===== config.mk =====
export PLATFORM = sky130hd
export DESIGN_NAME = mips_cpu
export DESIGN_NICKNAME = d
export VERILOG_FILES = /design/src/common/mips_pkg.sv /design/src/hw/pc_unit.sv /design/src/hw/decoder.sv /design/src/hw/reg_file.sv /design/src/hw/alu.sv /design/src/hw/hazard_unit.sv /design/src/hw/mips_cpu.sv
export VERILOG_INCLUDE_DIRS = /design/src /design/src/common
export SDC_FILE = /design/constraint.sdc
export NUM_CORES = 2
export LEC_CHECK = 0
export BUFFER_PORTS_ARGS = -buffer_cell sky130_fd_sc_hd__buf_2
export CORE_MARGIN = 3
export CORE_UTILIZATION = 30
export DETAILED_ROUTE_END_ITERATION = 10
export SLEW_MARGIN = 10
export SYNTH_ARGS = -nofsm -noshare
export SYNTH_HDL_FRONTEND = slang
export SYNTH_SLANG_ARGS = --single-unit

===== constraint.sdc =====
create_clock -name clk -period 9.1 [get_ports clk]
set_input_delay 2.73 -clock clk [delete_from_list [all_inputs] [get_ports clk]]
set_output_delay 2.73 -clock clk [all_outputs]
set_load 0.05 [all_outputs]

===== src/common/mips_consts.svh =====
`ifndef MIPS_CONSTS_SVH
`define MIPS_CONSTS_SVH

`define OP_SPECIAL 6'h00
`define OP_J       6'h02
`define OP_JAL     6'h03
`define OP_BEQ     6'h04
`define OP_BNE     6'h05
`define OP_ADDIU   6'h09
`define OP_ORI     6'h0d
`define OP_LUI     6'h0f
`define OP_LW      6'h23
`define OP_SW      6'h2b

`define FN_SLL     6'h00
`define FN_JR      6'h08
`define FN_ADDU    6'h21
`define FN_SUBU    6'h23
`define FN_AND     6'h24
`define FN_OR      6'h25
`define FN_SLT     6'h2a

`define ALU_ADD    4'd0
`define ALU_SUB    4'd1
`define ALU_AND    4'd2
`define ALU_OR     4'd3
`define ALU_SLT    4'd4
`define ALU_SLL    4'd5
`define ALU_LUI    4'd6

`define PC_RESET   32'h0000_3000
`define REG_RA     5'd31

`define WB_ALU     2'd0
`define WB_MEM     2'd1
`define WB_LINK    2'd2

// Operand sources for the forwarding muxes
`define FWD_RF     2'd0
`define FWD_MA     2'd1
`define FWD_WB     2'd2

`endif


===== src/common/mips_pkg.sv =====
`default_nettype none

package mips_pkg;

    typedef logic [31:0] word_t;
    typedef logic [4:0]  reg_addr_t;
    typedef logic [3:0]  alu_op_t;
    typedef logic [1:0]  wb_sel_t;
    typedef logic [1:0]  fwd_sel_t;

    typedef struct packed {
        alu_op_t   alu_op;
        logic      alu_src_imm;   // B operand is the immediate
        logic      reg_write;
        logic      mem_read;
        logic      mem_write;
        wb_sel_t   wb_sel;
        reg_addr_t dst;           // Resolved in decode
        logic      is_branch;
        logic      branch_ne;
        logic      is_jump;
        logic      is_jr;
        logic      uses_rs;
        logic      uses_rt;
    } ctrl_t;

    typedef struct packed {
        ctrl_t     ctrl;
        reg_addr_t rs;
        reg_addr_t rt;
        word_t     rd1;
        word_t     rd2;
        word_t     imm;
        word_t     pc;
    } id_ex_t;

    typedef struct packed {
        ctrl_t ctrl;
        word_t alu_result;
        word_t store_data;
        word_t pc;
    } ex_ma_t;

    typedef struct packed {
        logic      reg_write;
        wb_sel_t   wb_sel;
        reg_addr_t dst;
        word_t     alu_result;
        word_t     load_data;
        word_t     pc;
    } ma_wb_t;

endpackage

`default_nettype wire


===== src/hw/pc_unit.sv =====
`default_nettype none

`include "mips_consts.svh"

module pc_unit import mips_pkg::*; (
    input  logic        clk,
    input  logic        rst,
    input  logic        stall,
    input  logic        branch_taken,
    input  logic        jump,
    input  logic        jump_reg,
    input  word_t       delay_pc,
    input  word_t       imm,
    input  logic [25:0] index,
    input  word_t       jr_target,
    output word_t       pc
);

    word_t pc_plus4;
    word_t next_pc;

    assign pc_plus4 = pc + 32'd4;

    always_comb begin
        if (jump_reg) begin
            next_pc = jr_target;
        end else if (jump) begin
            next_pc = {delay_pc[31:28], index, 2'b00};   // Region of the delay slot
        end else if (branch_taken) begin
            next_pc = delay_pc + {imm[29:0], 2'b00};
        end else begin
            next_pc = pc_plus4;
        end
    end

    always_ff @(posedge clk) begin
        if (rst) begin
            pc <= `PC_RESET;
        end else if (!stall) begin
            pc <= next_pc;
        end
    end

endmodule

`default_nettype wire


===== src/hw/decoder.sv =====
`default_nettype none

`include "mips_consts.svh"

module decoder import mips_pkg::*; (
    input  word_t instr,
    output ctrl_t ctrl,
    output word_t imm
);

    logic [5:0] opcode;
    logic [5:0] funct;
    reg_addr_t  rt;
    reg_addr_t  rd;

    assign opcode = instr[31:26];
    assign funct  = instr[5:0];
    assign rt     = instr[20:16];
    assign rd     = instr[15:11];

    always_comb begin
        ctrl        = '0;
        ctrl.alu_op = `ALU_ADD;
        ctrl.wb_sel = `WB_ALU;
        imm         = {{16{instr[15]}}, instr[15:0]};
        case (opcode)
            `OP_SPECIAL: begin
                ctrl.reg_write = 1'b1;
                ctrl.dst       = rd;
                ctrl.uses_rs   = 1'b1;
                ctrl.uses_rt   = 1'b1;
                case (funct)
                    `FN_ADDU: ctrl.alu_op = `ALU_ADD;
                    `FN_SUBU: ctrl.alu_op = `ALU_SUB;
                    `FN_AND:  ctrl.alu_op = `ALU_AND;
                    `FN_OR:   ctrl.alu_op = `ALU_OR;
                    `FN_SLT:  ctrl.alu_op = `ALU_SLT;
                    `FN_SLL: begin
                        ctrl.alu_op      = `ALU_SLL;
                        ctrl.alu_src_imm = 1'b1;
                        ctrl.uses_rs     = 1'b0;
                        imm              = {27'd0, instr[10:6]};   // Shift amount
                    end
                    `FN_JR: begin
                        ctrl.reg_write = 1'b0;
                        ctrl.is_jr     = 1'b1;
                        ctrl.uses_rt   = 1'b0;
                    end
                    default: ctrl = '0;   // Unsupported funct runs as a nop
                endcase
            end
            `OP_ADDIU, `OP_ORI, `OP_LUI, `OP_LW: begin
                ctrl.alu_src_imm = 1'b1;
                ctrl.reg_write   = 1'b1;
                ctrl.dst         = rt;
                ctrl.uses_rs     = (opcode != `OP_LUI);
                if (opcode == `OP_ORI) begin
                    ctrl.alu_op = `ALU_OR;
                    imm         = {16'd0, instr[15:0]};
                end else if (opcode == `OP_LUI) begin
                    ctrl.alu_op = `ALU_LUI;
                    imm         = {instr[15:0], 16'd0};
                end else if (opcode == `OP_LW) begin
                    ctrl.mem_read = 1'b1;
                    ctrl.wb_sel   = `WB_MEM;
                end
            end
            `OP_SW: begin
                ctrl.alu_src_imm = 1'b1;
                ctrl.mem_write   = 1'b1;
                ctrl.uses_rs     = 1'b1;
                ctrl.uses_rt     = 1'b1;
            end
            `OP_BEQ, `OP_BNE: begin
                ctrl.is_branch = 1'b1;
                ctrl.branch_ne = (opcode == `OP_BNE);
                ctrl.uses_rs   = 1'b1;
                ctrl.uses_rt   = 1'b1;
            end
            `OP_J, `OP_JAL: begin
                ctrl.is_jump = 1'b1;
                if (opcode == `OP_JAL) begin
                    ctrl.reg_write = 1'b1;
                    ctrl.wb_sel    = `WB_LINK;
                    ctrl.dst       = `REG_RA;
                end
            end
            default: ctrl = '0;
        endcase
    end

endmodule

`default_nettype wire


===== src/hw/reg_file.sv =====
`default_nettype none

module reg_file import mips_pkg::*; (
    input  logic      clk,
    input  logic      rst,
    input  logic      we,
    input  reg_addr_t waddr,
    input  word_t     wdata,
    input  reg_addr_t raddr1,
    input  reg_addr_t raddr2,
    output word_t     rdata1,
    output word_t     rdata2
);

    word_t regs [32];
    logic  wr_live;

    assign wr_live = we && (waddr != 5'd0);   // $0 is never written

    always_ff @(posedge clk) begin
        if (rst) begin
            for (int i = 0; i < 32; i++) begin
                regs[i] <= '0;
            end
        end else if (wr_live) begin
            regs[waddr] <= wdata;
        end
    end

    // Same-cycle write shows up on the read ports
    assign rdata1 = (wr_live && waddr == raddr1) ? wdata : regs[raddr1];
    assign rdata2 = (wr_live && waddr == raddr2) ? wdata : regs[raddr2];

endmodule

`default_nettype wire


===== src/hw/alu.sv =====
`default_nettype none

`include "mips_consts.svh"

module alu import mips_pkg::*; (
    input  word_t   a,
    input  word_t   b,
    input  alu_op_t op,
    output word_t   result
);

    logic slt_bit;

    assign slt_bit = $signed(a) < $signed(b);

    always_comb begin
        case (op)
            `ALU_ADD: result = a + b;      // Also load/store address
            `ALU_SUB: result = a - b;
            `ALU_AND: result = a & b;
            `ALU_OR:  result = a | b;
            `ALU_SLT: result = {31'd0, slt_bit};
            `ALU_SLL: result = a << b[4:0];   // a carries rt here
            `ALU_LUI: result = b;
            default:  result = '0;
        endcase
    end

endmodule

`default_nettype wire


===== src/hw/hazard_unit.sv =====
`default_nettype none

`include "mips_consts.svh"

module hazard_unit import mips_pkg::*; (
    input  ctrl_t     id_ctrl,
    input  reg_addr_t id_rs,
    input  reg_addr_t id_rt,
    input  id_ex_t    ex_stage,
    input  reg_addr_t ex_dst,
    input  ex_ma_t    ma_stage,
    input  ma_wb_t    wb_stage,
    output logic      stall,
    output fwd_sel_t  fwd_id_rs,
    output fwd_sel_t  fwd_id_rt,
    output fwd_sel_t  fwd_ex_rs,
    output fwd_sel_t  fwd_ex_rt
);

    logic reads_rs;
    logic reads_rt;
    logic ex_hit;
    logic ma_hit;
    logic id_compares;

    // Newest producer wins since MA loads have no data yet
    function automatic fwd_sel_t pick_src(input reg_addr_t r, input ex_ma_t ma,
                                          input ma_wb_t wb);
        fwd_sel_t sel;
        sel = `FWD_RF;
        if (r != 5'd0 && ma.ctrl.reg_write && !ma.ctrl.mem_read && ma.ctrl.dst == r) begin
            sel = `FWD_MA;
        end else if (r != 5'd0 && wb.reg_write && wb.dst == r) begin
            sel = `FWD_WB;
        end
        return sel;
    endfunction

    assign reads_rs    = id_ctrl.uses_rs && (id_rs != 5'd0);
    assign reads_rt    = id_ctrl.uses_rt && (id_rt != 5'd0);
    assign id_compares = id_ctrl.is_branch || id_ctrl.is_jr;   // Operands needed in ID

    // ex_dst is zero when EX writes nothing
    assign ex_hit = (reads_rs && id_rs == ex_dst) || (reads_rt && id_rt == ex_dst);
    assign ma_hit = (reads_rs && id_rs == ma_stage.ctrl.dst)
                 || (reads_rt && id_rt == ma_stage.ctrl.dst);

    assign stall = (ex_hit && ex_stage.ctrl.mem_read)
                || (ex_hit && id_compares)
                || (ma_hit && ma_stage.ctrl.mem_read && id_compares);

    assign fwd_id_rs = pick_src(id_rs, ma_stage, wb_stage);
    assign fwd_id_rt = pick_src(id_rt, ma_stage, wb_stage);
    assign fwd_ex_rs = pick_src(ex_stage.rs, ma_stage, wb_stage);
    assign fwd_ex_rt = pick_src(ex_stage.rt, ma_stage, wb_stage);

endmodule

`default_nettype wire


===== src/hw/mips_cpu.sv =====
`default_nettype none

`include "mips_consts.svh"

module mips_cpu import mips_pkg::*; (
    input  logic       clk,
    input  logic       rst,
    input  word_t      i_inst_rdata,
    output word_t      i_inst_addr,
    input  word_t      m_data_rdata,
    output word_t      m_data_addr,
    output word_t      m_data_wdata,
    output logic [3:0] m_data_byteen,
    output logic       w_grf_we,
    output reg_addr_t  w_grf_addr,
    output word_t      w_grf_wdata,
    output word_t      w_inst_addr
);

    word_t     pc;
    word_t     id_instr;
    word_t     id_pc;
    ctrl_t     id_ctrl;
    word_t     id_imm;
    reg_addr_t id_rs;
    reg_addr_t id_rt;
    word_t     rf_rdata1;
    word_t     rf_rdata2;
    word_t     id_rs_val;
    word_t     id_rt_val;
    word_t     delay_pc;
    logic      branch_taken;
    logic      stall;
    fwd_sel_t  fwd_id_rs;
    fwd_sel_t  fwd_id_rt;
    fwd_sel_t  fwd_ex_rs;
    fwd_sel_t  fwd_ex_rt;
    id_ex_t    id_ex;
    ex_ma_t    ex_ma;
    ma_wb_t    ma_wb;
    reg_addr_t ex_dst;
    word_t     ex_rs_val;
    word_t     ex_rt_val;
    word_t     alu_a;
    word_t     alu_b;
    word_t     alu_result;
    word_t     ma_fwd_data;
    word_t     wb_data;
    logic      wb_we;

    function automatic word_t fwd_mux(input fwd_sel_t sel, input word_t rf,
                                      input word_t ma, input word_t wb);
        word_t val;
        case (sel)
            `FWD_MA: val = ma;
            `FWD_WB: val = wb;
            default: val = rf;
        endcase
        return val;
    endfunction

    // Fetch
    pc_unit u_pc (
        .clk          (clk),
        .rst          (rst),
        .stall        (stall),
        .branch_taken (branch_taken),
        .jump         (id_ctrl.is_jump),
        .jump_reg     (id_ctrl.is_jr),
        .delay_pc     (delay_pc),
        .imm          (id_imm),
        .index        (id_instr[25:0]),
        .jr_target    (id_rs_val),
        .pc           (pc)
    );

    assign i_inst_addr = pc;

    always_ff @(posedge clk) begin
        if (rst) begin
            id_instr <= '0;   // Decodes as a nop
            id_pc    <= '0;
        end else if (!stall) begin
            id_instr <= i_inst_rdata;
            id_pc    <= pc;
        end
    end

    // Decode
    assign id_rs    = id_instr[25:21];
    assign id_rt    = id_instr[20:16];
    assign delay_pc = id_pc + 32'd4;

    decoder u_dec (
        .instr (id_instr),
        .ctrl  (id_ctrl),
        .imm   (id_imm)
    );

    reg_file u_rf (
        .clk    (clk),
        .rst    (rst),
        .we     (wb_we),
        .waddr  (ma_wb.dst),
        .wdata  (wb_data),
        .raddr1 (id_rs),
        .raddr2 (id_rt),
        .rdata1 (rf_rdata1),
        .rdata2 (rf_rdata2)
    );

    assign id_rs_val = fwd_mux(fwd_id_rs, rf_rdata1, ma_fwd_data, wb_data);
    assign id_rt_val = fwd_mux(fwd_id_rt, rf_rdata2, ma_fwd_data, wb_data);

    assign branch_taken = id_ctrl.is_branch
                       && ((id_rs_val == id_rt_val) != id_ctrl.branch_ne);

    always_ff @(posedge clk) begin
        if (rst || stall) begin
            id_ex <= '0;   // Bubble
        end else begin
            id_ex.ctrl <= id_ctrl;
            id_ex.rs   <= id_rs;
            id_ex.rt   <= id_rt;
            id_ex.rd1  <= id_rs_val;
            id_ex.rd2  <= id_rt_val;
            id_ex.imm  <= id_imm;
            id_ex.pc   <= id_pc;
        end
    end

    // Execute
    assign ex_rs_val = fwd_mux(fwd_ex_rs, id_ex.rd1, ma_fwd_data, wb_data);
    assign ex_rt_val = fwd_mux(fwd_ex_rt, id_ex.rd2, ma_fwd_data, wb_data);
    assign alu_a     = (id_ex.ctrl.alu_op == `ALU_SLL) ? ex_rt_val : ex_rs_val;
    assign alu_b     = id_ex.ctrl.alu_src_imm ? id_ex.imm : ex_rt_val;
    assign ex_dst    = id_ex.ctrl.reg_write ? id_ex.ctrl.dst : 5'd0;

    alu u_alu (
        .a      (alu_a),
        .b      (alu_b),
        .op     (id_ex.ctrl.alu_op),
        .result (alu_result)
    );

    hazard_unit u_hazard (
        .id_ctrl   (id_ctrl),
        .id_rs     (id_rs),
        .id_rt     (id_rt),
        .ex_stage  (id_ex),
        .ex_dst    (ex_dst),
        .ma_stage  (ex_ma),
        .wb_stage  (ma_wb),
        .stall     (stall),
        .fwd_id_rs (fwd_id_rs),
        .fwd_id_rt (fwd_id_rt),
        .fwd_ex_rs (fwd_ex_rs),
        .fwd_ex_rt (fwd_ex_rt)
    );

    always_ff @(posedge clk) begin
        if (rst) begin
            ex_ma <= '0;
        end else begin
            ex_ma.ctrl       <= id_ex.ctrl;
            ex_ma.alu_result <= alu_result;
            ex_ma.store_data <= ex_rt_val;
            ex_ma.pc         <= id_ex.pc;
        end
    end

    // Memory
    assign m_data_addr   = ex_ma.alu_result;
    assign m_data_wdata  = ex_ma.store_data;
    assign m_data_byteen = ex_ma.ctrl.mem_write ? 4'b1111 : 4'b0000;   // Word stores only

    assign ma_fwd_data = (ex_ma.ctrl.wb_sel == `WB_LINK) ? ex_ma.pc + 32'd8
                                                         : ex_ma.alu_result;

    always_ff @(posedge clk) begin
        if (rst) begin
            ma_wb <= '0;
        end else begin
            ma_wb.reg_write  <= ex_ma.ctrl.reg_write;
            ma_wb.wb_sel     <= ex_ma.ctrl.wb_sel;
            ma_wb.dst        <= ex_ma.ctrl.dst;
            ma_wb.alu_result <= ex_ma.alu_result;
            ma_wb.load_data  <= m_data_rdata;
            ma_wb.pc         <= ex_ma.pc;
        end
    end

    // Writeback
    always_comb begin
        case (ma_wb.wb_sel)
            `WB_MEM:  wb_data = ma_wb.load_data;
            `WB_LINK: wb_data = ma_wb.pc + 32'd8;
            default:  wb_data = ma_wb.alu_result;
        endcase
    end

    assign wb_we       = ma_wb.reg_write && (ma_wb.dst != 5'd0);
    assign w_grf_we    = wb_we;
    assign w_grf_addr  = ma_wb.dst;
    assign w_grf_wdata = wb_data;
    assign w_inst_addr = ma_wb.pc;

endmodule

`default_nettype wire


==> flow_metrics.py <==
metrics = {
    "outcome": {
        "outcome": "finished, final reports clean",
    },
    "sta": {
        "fin_tns_setup_ns": 0,
        "hold_viol": 0,
        "max_freq_mhz": 127,
        "tightest_slew_ns": 1.32,
        "fin_ws_ns": 1.24,
        "finalClockSkew_ns": 0.101,
        "finalSetupViolCount": 0,
        "fin_crit_ns": 7.86,
        "rsz0062_at_grt": "false",
        "finalMaxSlewViolations": 0,
        "slew-limit-headroom": 0.110,
        "period_share": 0.864,
    },
    "hold_path": {
        "hold_path.startpoint": "id_ex[23]",
        "hold_path_class": "flip-flop to flip-flop",
    },
    "critical_path": {
        "start_kind": "flip-flop",
        "path_buf_inv": 3,
        "critPathSlowestCell": "mux2_2",
        "crit_start": "id_ex[131]",
        "required_ns": 9.82,
        "rrSetupSlack_ns": 1.24,
        "crit_type": "flip-flop to flip-flop",
        "crit_arrival_ns": 8.59,
        "worstPathMaxFanout": 30,
        "cp-end-kind": "flip-flop",
        "cpPeakStageDelay_ns": 0.84,
        "cp_top_family": "compound AO/OA/AOI/OAI gates",
        "critical_path.cell_chain": "or4_1, o211ai_1, nor2_2, mux2i_1, mux2i_1, mux2_2, inv_1, buf_4, ha_1, o21ba_2, o21bai_1, a211oi_1, nor3_1, o31ai_1, or4b_2, a2111oi_0, buf_4, o41ai_1, a221o_1, a21oi_1, xor2_1, nand2_1, a31oi_1",
        "r2r_start": "id_ex[131]",
    },
    "synthesis": {
        "yosys_warnings": 0,
        "synth-edff-count": 1024,
        "synth_top_family_by_area": "multiplexers",
        "synth_xor_xnor_area_share": 0.0217,
        "syn-cell-area_um2": 82600,
        "synth_fa_ha_area_frac": 0.0209,
        "async_flop_share": 0,
        "synth_ff_type": "edfxtp_1",
        "syn_inst": 7556,
        "synthMuxAreaShare": 0.166,
        "ys_seq_area_frac": 0.486,
        "syn_avg_cell_area_um2": 10.9,
        "ys_types": 97,
        "synth_seq_cells": 1492,
        "synth_compound_area_frac": 0.104,
        "synthSimpleGateAreaFrac": 0.151,
    },
    "layout": {
        "drive_gt1_frac": 0.191,
        "nFillCells": 27200,
        "multiInputGateArea_um2": 38900,
        "area_growth_pct": 12.2,
        "finalNetCount": 7691,
        "area.sequential_um2": 40100,
    },
    "flow_run": {
        "maxCapViolations": 0,
    },
    "clock_tree": {
        "clock_sinks": 1492,
        "cts_resized": 0,
        "cts_tree": "built",
        "cts-root-buf": "clkbuf_16",
        "cts-htree-levels": 4,
        "clk_latency_ns": 0.89,
        "hold_buffers": 0,
        "postCtsSetupBuffers": 0,
        "clockBufferDepth": 4,
        "path_clk_slew_ns": 0.07,
        "cts_buffers": 170,
    },
    "power": {
        "p_per_area_nw_per_um2": 192,
        "ir_drop_uv": 158,
        "power_leakage_uw": 0.0330,
    },
    "die": {
        "core_area_um2": 274000,
        "start_util": 0.302,
        "die_h_um": 531,
        "die_area_um2": 282000,
        "num_rows": 192,
        "die_w_um": 531,
        "ioPinCount": 236,
    },
    "global_route": {
        "grt-ovfl-total": 0,
        "grtUsageTotal": 0.264,
        "grt_first_pass_wirelength_mm": 523,
        "grt_start_max_net_pins": 104,
        "antenna_found_initial": 38,
        "grt_pass1_vias": 65100,
    },
    "placed_design": {
        "pre_cts_slack_ns": 1.59,
        "port_buffers": 235,
        "dp_hpwl_mm": 264,
        "place.gp.congestion": 0.986,
    },
    "routing": {
        "drtAntennaViolNets": 0,
        "vias_per_cell": 6.11,
        "drt_iter0_markers": 11100,
        "wl_per_cell_um": 34.5,
        "firstDrtPassIters": 9,
        "drc_errors": 0,
        "via_count": 68600,
        "routed_wl_mm": 387,
    },
}
-- cell type report --
type,count,area share
Inverter,161,0.00652
Clock buffer,207,0.0486
Tap cell,3589,0.0485
Sequential cell,1492,0.433
Multi-Input combinational cell,5172,0.420
Antenna cell,14,0.000378
Timing Repair Buffer,492,0.0347
Clock inverter,95,0.00839
-- routing by layer --
| metal | wire [µm] | track usage | vias to the layer above | share of wire |
|---|---|---|---|---|
| li1 | - | - | 27500 | - |
| met1 | 138000 | 0.330 | 34200 | 0.36 |
| met4 | 27900 | 0.152 | 8 | 0.072 |
| met2 | 167000 | 0.399 | 5671 | 0.43 |
| met5 | 65 | 0 | - | 0.00017 |
| met3 | 53800 | 0.0878 | 1230 | 0.14 |
-- stage by stage --
step / cell area [µm²] / utilization / power (µW) / std cells / hold slack (ns)
final: 92700 / 0.338 / 17800 / 11200 / 0.454
after global routing: 92600 / 0.338 / 18200 / 11200 / 0.471
after CTS: 92600 / 0.338 / 17700 / 11200 / 0.454
after detailed placement: 87300 / 0.319 / 11000 / 10900 / 0.439
after global placement: 87300 / 0.319 / 11000 / 10900 / 0.428
after floorplan: 82700 / - / 9730 / 7587 / 0.414
-- synthesized netlist by cell type, types with 141 or more instances --
library cell     n  area share
inv_1          151      0.0069
mux4_2         505        0.14
clkbuf_1       481       0.022
o21ai_0        192       0.012
mux2i_1        192       0.023
nor2b_1        189       0.014
nand2_1        560       0.025
nor2_1        1385       0.063
a22oi_1        158       0.014
a21oi_1        314       0.019
edfxtp_1      1024        0.37
nand3_1        141      0.0085
dfxtp_1        468        0.11
-- cells by family after synthesis --
| family | after synthesis |
|---|---|
| AO/OA/AOI/OAI | 1272 |
| XOR/XNOR | 205 |
| adder cells (fa/ha/maj) | 136 |
| buffers and inverters | 923 |
| flip-flops | 1492 |
| multiplexers | 735 |
| other | 1 |
| AND/OR/NAND/NOR | 2792 |
-- registers in the layout, indices dropped and copies added, names as in the netlist, named ones only --
signal        cells
id_pc            32
u_rf.regs      1024
w_grf_addr        5
m_data_addr      32
u_pc.pc          32
ma_wb            67
id_ex           152
ex_ma            42
w_inst_addr      32
m_data_wdata     32
id_instr         32
-- report_power, final --
| group | switching [µW] | leakage, µW | internal, µW | total [µW] |
|---|---|---|---|---|
| sequential | 317 | 0.0144 | 7520 | 7840 |
| combinational | 2140 | 0.0160 | 994 | 3130 |
| clock | 3030 | 0.00260 | 3810 | 6840 |
| total | 5490 | 0.0330 | 12300 | 17800 |
-- path summary, 6_finish.rpt --
path | cells after the start | to
worst max register to register | 23 | m_data_addr[27]
worst min register to register | 1 | ex_ma[23]
worst max-delay path | 23 | m_data_addr[27]
worst min-delay path | 1 | ex_ma[23]
-- layout by cell type (no fill, tap or decap), types with 151 or more instances in the layout --
cell type / synthesis / layout
nand2_1: 560 / 529
a21oi_1: 314 / 313
nor2_1: 1385 / 1369
o21ai_0: 192 / 192
edfxtp_1: 1024 / 1024
buf_4: 135 / 243
inv_1: 151 / 151
nor2b_1: 189 / 183
mux2i_1: 192 / 192
dfxtp_1: 468 / 457
clkbuf_16: 0 / 173
mux4_2: 505 / 505
buf_2: 93 / 238
a22oi_1: 158 / 158
Note: power is estimated with default switching activity, not from simulation.
